### config.mk
export PLATFORM = sky130hd
export DESIGN_NAME = bpred_frontend
export DESIGN_NICKNAME = d
export VERILOG_FILES = /design/src/design/rv_isa_pkg.sv /design/src/design/bpred_pkg.sv /design/src/design/fetch_pc_stage.sv /design/src/design/branch_target_buffer.sv /design/src/design/gshare_predictor.sv /design/src/design/bpred_frontend.sv
export VERILOG_INCLUDE_DIRS = /design/src /design/src/design
export SDC_FILE = /design/constraint.sdc
export NUM_CORES = 2
export LEC_CHECK = 0
export BUFFER_PORTS_ARGS = -buffer_cell sky130_fd_sc_hd__buf_2
export CORE_MARGIN = 5
export CORE_UTILIZATION = 40
export CTS_CLUSTER_DIAMETER = 100
export DETAILED_ROUTE_END_ITERATION = 8
export SYNTH_ARGS = -nofsm -noshare
export SYNTH_HDL_FRONTEND = slang
export SYNTH_HIERARCHICAL = 1
export SYNTH_SLANG_ARGS = --single-unit
export TNS_END_PERCENT = 1
### constraint.sdc
create_clock -name clk -period 5.2 [get_ports clk]
set_input_delay 0.26 -clock clk [delete_from_list [all_inputs] [get_ports clk]]
set_output_delay 0.26 -clock clk [all_outputs]
set_load 0.01 [all_outputs]
### src/design/bpred_config.svh
// Sizing defines for the fetch front end: BTB entry count, history width and reset PC
`ifndef BPRED_CONFIG_SVH
`define BPRED_CONFIG_SVH

// Number of BTB entries, must be a power of two
`define BPRED_BTB_ENTRIES 32

// Global history width, also sets PHT depth to 2**BPRED_GHR_BITS
`define BPRED_GHR_BITS 5

// First fetch address after reset
`define BPRED_RESET_PC 32'h0000_0000

`endif

### src/design/rv_isa_pkg.sv
// ISA package with the control-instruction kind enum and the instruction width
`default_nettype none

package rv_isa_pkg;

    // Control kinds, decoded outside from the 7-bit opcode
    // (branch 1100011, jal 1101111, jalr 1100111)
    typedef enum logic [1:0] {
        CTRL_NONE   = 2'b00,
        CTRL_BRANCH = 2'b01,
        CTRL_JAL    = 2'b10,
        CTRL_JALR   = 2'b11
    } ctrl_op_e;

    // Sequential PC step
    localparam logic [31:0] INSTR_BYTES = 32'd4;

endpackage

`default_nettype wire

### src/design/bpred_pkg.sv
// Predictor package with counter states and the lookup, fetch and resolve packets
`default_nettype none

`include "bpred_config.svh"

package bpred_pkg;

    import rv_isa_pkg::*;

    typedef logic [`BPRED_GHR_BITS-1:0] pht_index_t;

    // Two-bit saturating counter, MSB set means predict taken
    typedef enum logic [1:0] {
        STRONG_NT = 2'b00,
        WEAK_NT   = 2'b01,
        WEAK_T    = 2'b10,
        STRONG_T  = 2'b11
    } pht_state_e;

    // Combined BTB and PHT result for the current PC
    typedef struct packed {
        logic       hit;
        logic       is_jump;
        logic       is_branch;
        logic [31:0] target;
        pht_index_t pht_index;
        logic       counter_taken;
    } lookup_t;

    // Packet handed to decode
    typedef struct packed {
        logic        valid;
        logic [31:0] pc;
        logic        pred_taken;
        logic [31:0] pred_target;
        pht_index_t  pht_index;
    } fetch_t;

    // Outcome of one control instruction reported by execute
    typedef struct packed {
        logic        valid;
        logic [31:0] pc;
        ctrl_op_e    op;
        logic        taken;
        logic [31:0] target;
        pht_index_t  pht_index;
        logic        redirect;
    } resolve_t;

endpackage

`default_nettype wire

### src/design/fetch_pc_stage.sv
// PC register with redirect, stall and predicted next-PC selection
`timescale 1ns/1ns
`default_nettype none

`include "bpred_config.svh"

module fetch_pc_stage
    import rv_isa_pkg::*;
    import bpred_pkg::*;
(
    input  wire logic        clk,
    input  wire logic        reset_i,
    input  wire logic        stall_i,
    input  wire resolve_t    resolve_i,
    input  wire lookup_t     lookup_i,
    output      logic [31:0] pc_o
);

    logic [31:0] pc_q;
    logic [31:0] pc_plus4;
    logic [31:0] redirect_pc;
    logic [31:0] predicted_pc;
    logic        pred_taken;
    logic        redirect;

    assign pc_plus4 = pc_q + INSTR_BYTES;

    // Jumps always go to the stored target, branches follow the counter
    assign pred_taken = lookup_i.hit &&
                        (lookup_i.is_jump || (lookup_i.is_branch && lookup_i.counter_taken));
    assign predicted_pc = pred_taken ? lookup_i.target : pc_plus4;

    // Mispredict recovery from execute
    assign redirect = resolve_i.valid && resolve_i.redirect;
    assign redirect_pc = resolve_i.taken ? resolve_i.target : resolve_i.pc + INSTR_BYTES;

    always_ff @(posedge clk) begin
        if (reset_i) begin
            pc_q <= `BPRED_RESET_PC;
        end else if (redirect) begin
            pc_q <= redirect_pc;
        end else if (!stall_i) begin
            pc_q <= predicted_pc;
        end
    end

    assign pc_o = pc_q;

    // Targets from both the BTB and execute must keep fetch word aligned
    pc_aligned_a: assert property (@(posedge clk) disable iff (reset_i)
        pc_q[1:0] == 2'b00);

endmodule

`default_nettype wire

### src/design/branch_target_buffer.sv
// Direct-mapped BTB with full-PC tags, lookup and allocation on taken resolves
`timescale 1ns/1ns
`default_nettype none

`include "bpred_config.svh"

module branch_target_buffer
    import rv_isa_pkg::*;
    import bpred_pkg::*;
(
    input  wire logic        clk,
    input  wire logic        reset_i,
    input  wire logic [31:0] pc_i,
    input  wire resolve_t    resolve_i,
    output      logic        hit_o,
    output      logic        is_jump_o,
    output      logic        is_branch_o,
    output      logic [31:0] target_o
);

    localparam int unsigned ENTRIES  = `BPRED_BTB_ENTRIES;
    localparam int unsigned IDX_BITS = $clog2(ENTRIES);

    logic [31:0]        tag_q    [ENTRIES];
    logic [31:0]        target_q [ENTRIES];
    logic               jump_q   [ENTRIES];
    logic               branch_q [ENTRIES];
    logic [ENTRIES-1:0] valid_q;

    logic [IDX_BITS-1:0] rd_idx;
    logic [IDX_BITS-1:0] wr_idx;
    logic                wr_en;

    // Word-aligned PC bits select the entry
    assign rd_idx = pc_i[IDX_BITS+1:2];
    assign wr_idx = resolve_i.pc[IDX_BITS+1:2];

    // Only taken control flow is worth a BTB entry
    assign wr_en = resolve_i.valid && (resolve_i.op != CTRL_NONE) && resolve_i.taken;

    always_ff @(posedge clk) begin
        if (reset_i) begin
            valid_q <= '0;
        end else if (wr_en) begin
            valid_q[wr_idx] <= 1'b1;
        end
    end

    always_ff @(posedge clk) begin
        if (wr_en) begin
            tag_q[wr_idx]    <= resolve_i.pc;
            target_q[wr_idx] <= resolve_i.target;
            jump_q[wr_idx]   <= (resolve_i.op == CTRL_JAL) || (resolve_i.op == CTRL_JALR);
            branch_q[wr_idx] <= (resolve_i.op == CTRL_BRANCH);
        end
    end

    // Full PC compare, so aliasing PCs never hit on each other's entry
    assign hit_o       = valid_q[rd_idx] && (tag_q[rd_idx] == pc_i);
    assign is_jump_o   = hit_o && jump_q[rd_idx];
    assign is_branch_o = hit_o && branch_q[rd_idx];
    assign target_o    = target_q[rd_idx];

    // Targets stored from execute must keep predicted fetch word aligned
    target_aligned_a: assert property (@(posedge clk) disable iff (reset_i)
        hit_o |-> (target_o[1:0] == 2'b00));

endmodule

`default_nettype wire

### src/design/gshare_predictor.sv
// Gshare direction predictor with global history and two-bit counter table
`timescale 1ns/1ns
`default_nettype none

`include "bpred_config.svh"

module gshare_predictor
    import rv_isa_pkg::*;
    import bpred_pkg::*;
(
    input  wire logic        clk,
    input  wire logic        reset_i,
    input  wire logic [31:0] pc_i,
    input  wire resolve_t    resolve_i,
    input  wire logic        ghr_clear_i,
    output      logic        counter_taken_o,
    output      pht_index_t  pht_index_o
);

    localparam int unsigned GHR_BITS  = `BPRED_GHR_BITS;
    localparam int unsigned PHT_DEPTH = 1 << GHR_BITS;

    logic [GHR_BITS-1:0] ghr_q;
    pht_state_e          pht_q [PHT_DEPTH];
    pht_state_e          rd_state;
    logic                branch_upd;

    // Saturating step of one counter
    function automatic pht_state_e step_counter(pht_state_e cur, logic up);
        pht_state_e nxt;
        nxt = cur;
        unique case (cur)
            STRONG_NT: nxt = up ? WEAK_NT  : STRONG_NT;
            WEAK_NT:   nxt = up ? WEAK_T   : STRONG_NT;
            WEAK_T:    nxt = up ? STRONG_T : WEAK_NT;
            STRONG_T:  nxt = up ? STRONG_T : WEAK_T;
        endcase
        return nxt;
    endfunction

    assign pht_index_o     = pc_i[GHR_BITS+1:2] ^ ghr_q;
    assign rd_state        = pht_q[pht_index_o];
    assign counter_taken_o = (rd_state == WEAK_T) || (rd_state == STRONG_T);

    assign branch_upd = resolve_i.valid && (resolve_i.op == CTRL_BRANCH);

    // Execute returns the index used at fetch time, so no history replay here
    always_ff @(posedge clk) begin
        if (reset_i) begin
            for (int i = 0; i < PHT_DEPTH; i++) begin
                pht_q[i] <= STRONG_NT;
            end
        end else if (branch_upd) begin
            pht_q[resolve_i.pht_index] <= step_counter(pht_q[resolve_i.pht_index],
                                                       resolve_i.taken);
        end
    end

    // Newest outcome enters at the top bit
    always_ff @(posedge clk) begin
        if (reset_i || ghr_clear_i) begin
            ghr_q <= '0;
        end else if (branch_upd) begin
            ghr_q <= {resolve_i.taken, ghr_q[GHR_BITS-1:1]};
        end
    end

    // The index travels through decode and execute before it comes back
    index_known_a: assert property (@(posedge clk) disable iff (reset_i)
        branch_upd |-> !$isunknown(resolve_i.pht_index));

endmodule

`default_nettype wire

### src/design/bpred_frontend.sv
// Fetch front end top level with PC stage, BTB, gshare and the fetch output register
`timescale 1ns/1ns
`default_nettype none

module bpred_frontend
    import rv_isa_pkg::*;
    import bpred_pkg::*;
(
    input  wire logic     clk,
    input  wire logic     reset_i,
    input  wire logic     stall_i,
    input  wire resolve_t resolve_i,
    input  wire logic     ghr_clear_i,
    output      fetch_t   fetch_o
);

    logic [31:0] pc;
    lookup_t     lookup;
    logic        btb_hit;
    logic        btb_jump;
    logic        btb_branch;
    logic [31:0] btb_target;
    logic        counter_taken;
    pht_index_t  pht_index;

    logic        pred_taken;
    logic [31:0] pred_target;

    logic        valid_q;
    logic [31:0] pc_q;
    logic        pred_taken_q;
    logic [31:0] pred_target_q;
    pht_index_t  pht_index_q;

    fetch_pc_stage u_pc_stage (
        .clk       (clk),
        .reset_i   (reset_i),
        .stall_i   (stall_i),
        .resolve_i (resolve_i),
        .lookup_i  (lookup),
        .pc_o      (pc)
    );

    branch_target_buffer u_btb (
        .clk         (clk),
        .reset_i     (reset_i),
        .pc_i        (pc),
        .resolve_i   (resolve_i),
        .hit_o       (btb_hit),
        .is_jump_o   (btb_jump),
        .is_branch_o (btb_branch),
        .target_o    (btb_target)
    );

    gshare_predictor u_gshare (
        .clk             (clk),
        .reset_i         (reset_i),
        .pc_i            (pc),
        .resolve_i       (resolve_i),
        .ghr_clear_i     (ghr_clear_i),
        .counter_taken_o (counter_taken),
        .pht_index_o     (pht_index)
    );

    assign lookup = '{hit: btb_hit, is_jump: btb_jump, is_branch: btb_branch,
                      target: btb_target, pht_index: pht_index,
                      counter_taken: counter_taken};

    // Same decision the PC stage makes, reported to decode
    assign pred_taken  = lookup.hit &&
                         (lookup.is_jump || (lookup.is_branch && lookup.counter_taken));
    assign pred_target = pred_taken ? lookup.target : pc + INSTR_BYTES;

    // Redirect squashes the wrong-path packet even while stalled
    always_ff @(posedge clk) begin
        if (reset_i) begin
            valid_q <= 1'b0;
        end else if (resolve_i.valid && resolve_i.redirect) begin
            valid_q <= 1'b0;
        end else if (!stall_i) begin
            valid_q <= 1'b1;
        end
    end

    always_ff @(posedge clk) begin
        if (!stall_i) begin
            pc_q          <= pc;
            pred_taken_q  <= pred_taken;
            pred_target_q <= pred_target;
            pht_index_q   <= lookup.pht_index;
        end
    end

    assign fetch_o = '{valid: valid_q, pc: pc_q, pred_taken: pred_taken_q,
                       pred_target: pred_target_q, pht_index: pht_index_q};

endmodule

`default_nettype wire

==> out/qor.txt <==
Rel. slew slack - 16.00%
clock latency on the worst-skew pair - 880 ps
Power Density - 383.5 nW/um^2
Routed WL per cell - 34.03 um
Peak VDD IR - 356.5 uV
DRC - 0
initial antenna violation count - 15
Final Skew - 36.65 ps
Final Hold Vio Count - 0
CTS tree - done
sequential power share - 50.8%
io pins - 149
Die ar. - 241,500 um^2
placed cells - 7,910
total track usage - 23.22%
mapped cell area - 92,700 um^2
minimum clock period - 5051 ps
Final Instance Area - 106,800 um^2
slowest CP cell - nor4_1
GP Congestion - 0.9044
Avg Vias per Cell - 6.065
R2R Setup Slk - 150 ps
Mapped Nets - 4,812
Pleak - 33.83 nW
# rows - 176
Comb pwr share - 8.1%
crit path max fanout - 26
unrepaired setup endpoints after global routing - no
Non-Filler Instances - 8,418
hold path cells - 2
Critical Path, Cell by Cell - buf_4 > mux4_1 > mux2i_1 > a22o_1 > nor4_1 > xor2_1 > nor4_1 > o2111ai_1 > and4bb_1 > a21o_1 > nand2_1 > buf_12 > a31oi_1 > o21ai_0 > a211oi_1 > buf_4
status - finished, final reports clean
Worst setup SP type - flop
most frequent cells in the layout - 2,246 x edfxtp_1, 515 x mux4_2, 281 x nand2_1, 232 x clkbuf_16, 223 x buf_4
Top FF cell, synth - edfxtp_1
core footprint - 230,300 um^2
Net Sw Frac - 22.93%
Final Power - 0.04096 W
switching pwr - 0.009390 W
Seq/Total Area, Yosys - 74.27%
Crit Path Class - reg2reg
TritonCTS Sinks - 2,316
endpoints failing setup - 0
largest net degree at the start of global routing - 127
antenna viol nets, final - 0
Post-Synthesis Cells - 4,731
vias in the first global route - 50.25k
CP delay by family, top - simple AND/OR/NAND/NOR gates
Worst setup EP type - flop
delay of the slowest cell on the worst path - 890 ps
CTS Buf Count - 230
reg2reg start - u_pc_stage/pc_o[2]$_SDFFE_PP0P_
clock root cell - clkbuf_16
die width - 491.4 um
worst min path class - in2reg
Max-Cap Viols - 0
Post-Place Cell Area - 98,410 um^2
hold_sp - resolve_i[68]
gr ovfl total - 0
clock slew seen by the registers of the worst setup and hold paths - 60 ps
post-synthesis register bit count - 2,316
final slew viol count - 0
fillcell total - 19.34k
WP data arrival - 5860 ps
share of cells above drive strength 1 - 25.58%
number of synthesized flops with an enable pin - 2,246
fin crit share - 97.14%
Pre-Repair DR Iteration Count - 6
Post-synth ARST share - 0%
first-pass GRT wire length - 397,900 um
DR iter-0 viols - 6,564
worst r2r path cells - 16
htree depth - 4
CP Buf/Inv Count - 3
# nets final - 5,267
worst-margin pin slew - 1250 ps
Peak Freq - 198.0 MHz
Area Growth Syn to Fin - 15.22%
worst path required time - 6010 ps
Syn. warnings - 6
Setup TNS Final - 0 ps
count of input and output buffers - 148
CTS max path bufs - 3
P_int - 0.03157 W
final wirelength - 286,400 um
Worst R2R End - u_pc_stage/pc_o[2]$_SDFFE_PP0P_
Die Ht - 491.4 um
syn_area_per_cell - 19.59 um^2
clock network power share - 41.2%
Starting Density - 40.24%
Hold EP - u_btb/tag_q[10][27]$_DFFE_PP_
most common cell after layout, fill and taps aside - edfxtp_1
Unique masters post-synth - 95
Detail Placement HPWL - 165,700 um
routed vias - 51.05k
Min Hold Slack - 74.21 ps
[timing repair]
action / CTS / global route
endpoints found under the setup margin: 0 / 6
resized for setup: 0 / 3
endpoints found under the hold margin: 1750 / 0
hold buffers: 67 / 0
buffers inserted: 0 / 3
[power groups by stage]
stage	Sequential, W	Combinational, W	Clock, W
6_report	0.0208	0.00331	0.0169
5_1_grt	0.0208	0.00345	0.0179
4_1_cts	0.0208	0.00329	0.0171
3_5_place_dp	0.0212	0.00323	0
3_3_place_gp	0.0212	0.00321	0
2_1_floorplan	0.0211	0.00189	0
[kinds of logic after synthesis]
logic type | after synthesis | share of synthesized area [%]
adders and majority gates | 5 | 0.06614
DFF | 2316 | 74.27
AOI/OAI and AO/OA | 392 | 2.917
buffers and inverters | 276 | 1.663
muxes | 732 | 15.27
xor gates and xnor gates | 86 | 0.8126
and+or+nand+nor | 924 | 5.001
[cells in the mapped netlist, types with 7 or more instances]
cell | instances | area (um^2)
or3_1 | 10 | 62.56
buf_1 | 16 | 60.06
a31oi_1 | 38 | 237.7
and2_1 | 15 | 93.84
o31ai_1 | 12 | 90.09
nor2_1 | 248 | 930.9
a21oi_1 | 70 | 350.3
inv_1 | 23 | 86.33
buf_4 | 24 | 180.2
dfxtp_1 | 70 | 1401
nor4_1 | 15 | 93.84
mux4_2 | 515 | 11600
nand2_1 | 282 | 1059
mux2i_1 | 180 | 1802
xor2_1 | 46 | 402.9
buf_6 | 22 | 247.7
nor2b_1 | 26 | 162.7
a22oi_1 | 50 | 375.4
and4_1 | 9 | 78.83
nor2_4 | 31 | 349.1
nor3b_1 | 11 | 82.58
clkbuf_1 | 96 | 360.4
mux2_2 | 13 | 146.4
a22o_1 | 8 | 70.07
o22ai_1 | 25 | 156.4
nand3_1 | 64 | 320.3
edfxtp_1 | 2246 | 67440
or4_1 | 13 | 97.59
o211ai_1 | 10 | 75.07
a211oi_1 | 30 | 225.2
a2111oi_0 | 7 | 61.31
mux4_1 | 22 | 578.1
a221oi_1 | 21 | 183.9
buf_2 | 81 | 405.4
xnor2_1 | 40 | 350.3
and3_1 | 30 | 187.7
nand2b_1 | 50 | 312.8
nand4_1 | 44 | 275.3
o21ai_0 | 53 | 265.3
nor3_1 | 41 | 205.2
[cell type report]
cell class	instances	area, um^2	area share (%)
clock buffer	267	5967	5.587
inverter	26	107.6	0.1007
antenna	8	20.02	0.01874
clock inverter	163	1702	1.593
timing repair buffer	473	3792	3.551
multi-input combinational	2139	22570	21.13
sequential	2316	68860	64.47
tap	3026	3786	3.545
[layer usage]
metal / global-route usage (%) / vias to the layer above / part of all wire, %
met5: 0 / - / 0.024
li1: - / 20380 / -
met3: 4.715 / 606 / 9.1
met2: 37.10 / 2832 / 47
met4: 10.14 / 12 / 4.9
met1: 31.07 / 27230 / 39
[how the worst max path moves through the flow]
stage                                          startpoint                               end  slack, ps  cells past startpoint
after floorplan                             resolve_i[39]      u_btb/branch_q[24]$_DFFE_PP_       1080                      5
after global placement    u_pc_stage/pc_o[4]$_SDFFE_PP0P_  u_pc_stage/pc_o[11]$_SDFFE_PP0P_        180                     17
after detailed placement  u_pc_stage/pc_o[4]$_SDFFE_PP0P_  u_pc_stage/pc_o[11]$_SDFFE_PP0P_        170                     17
after CTS                 u_pc_stage/pc_o[4]$_SDFFE_PP0P_  u_pc_stage/pc_o[11]$_SDFFE_PP0P_        150                     17
after global routing      u_pc_stage/pc_o[4]$_SDFFE_PP0P_  u_pc_stage/pc_o[12]$_SDFFE_PP0P_        150                     18
final                     u_pc_stage/pc_o[2]$_SDFFE_PP0P_   u_pc_stage/pc_o[2]$_SDFFE_PP0P_        150                     16
[metrics by stage]
stage          setup slack, ps  utilization, %
3_5_place_dp             170.5           42.72
4_1_cts                  148.2           46.34
2_1_floorplan             1079               -
6_report                 149.0           46.37
5_1_grt                  148.2           46.36
3_3_place_gp             184.6           42.72
[sequential cells by signal (all words and copies together) (netlist names)]
name,count
u_btb/tag_q,1024
u_btb/target_q,1024
u_gshare/pht_q,64
pc_q,32
pred_target_q,32
u_btb/branch_q,32
u_btb/jump_q,32
u_btb/valid_q,32
u_pc_stage/pc_o,32
pht_index_q,5
u_gshare/ghr_q,5
pred_taken_q,1
valid_q,1
Note: power is estimated with default switching activity, not from simulation.
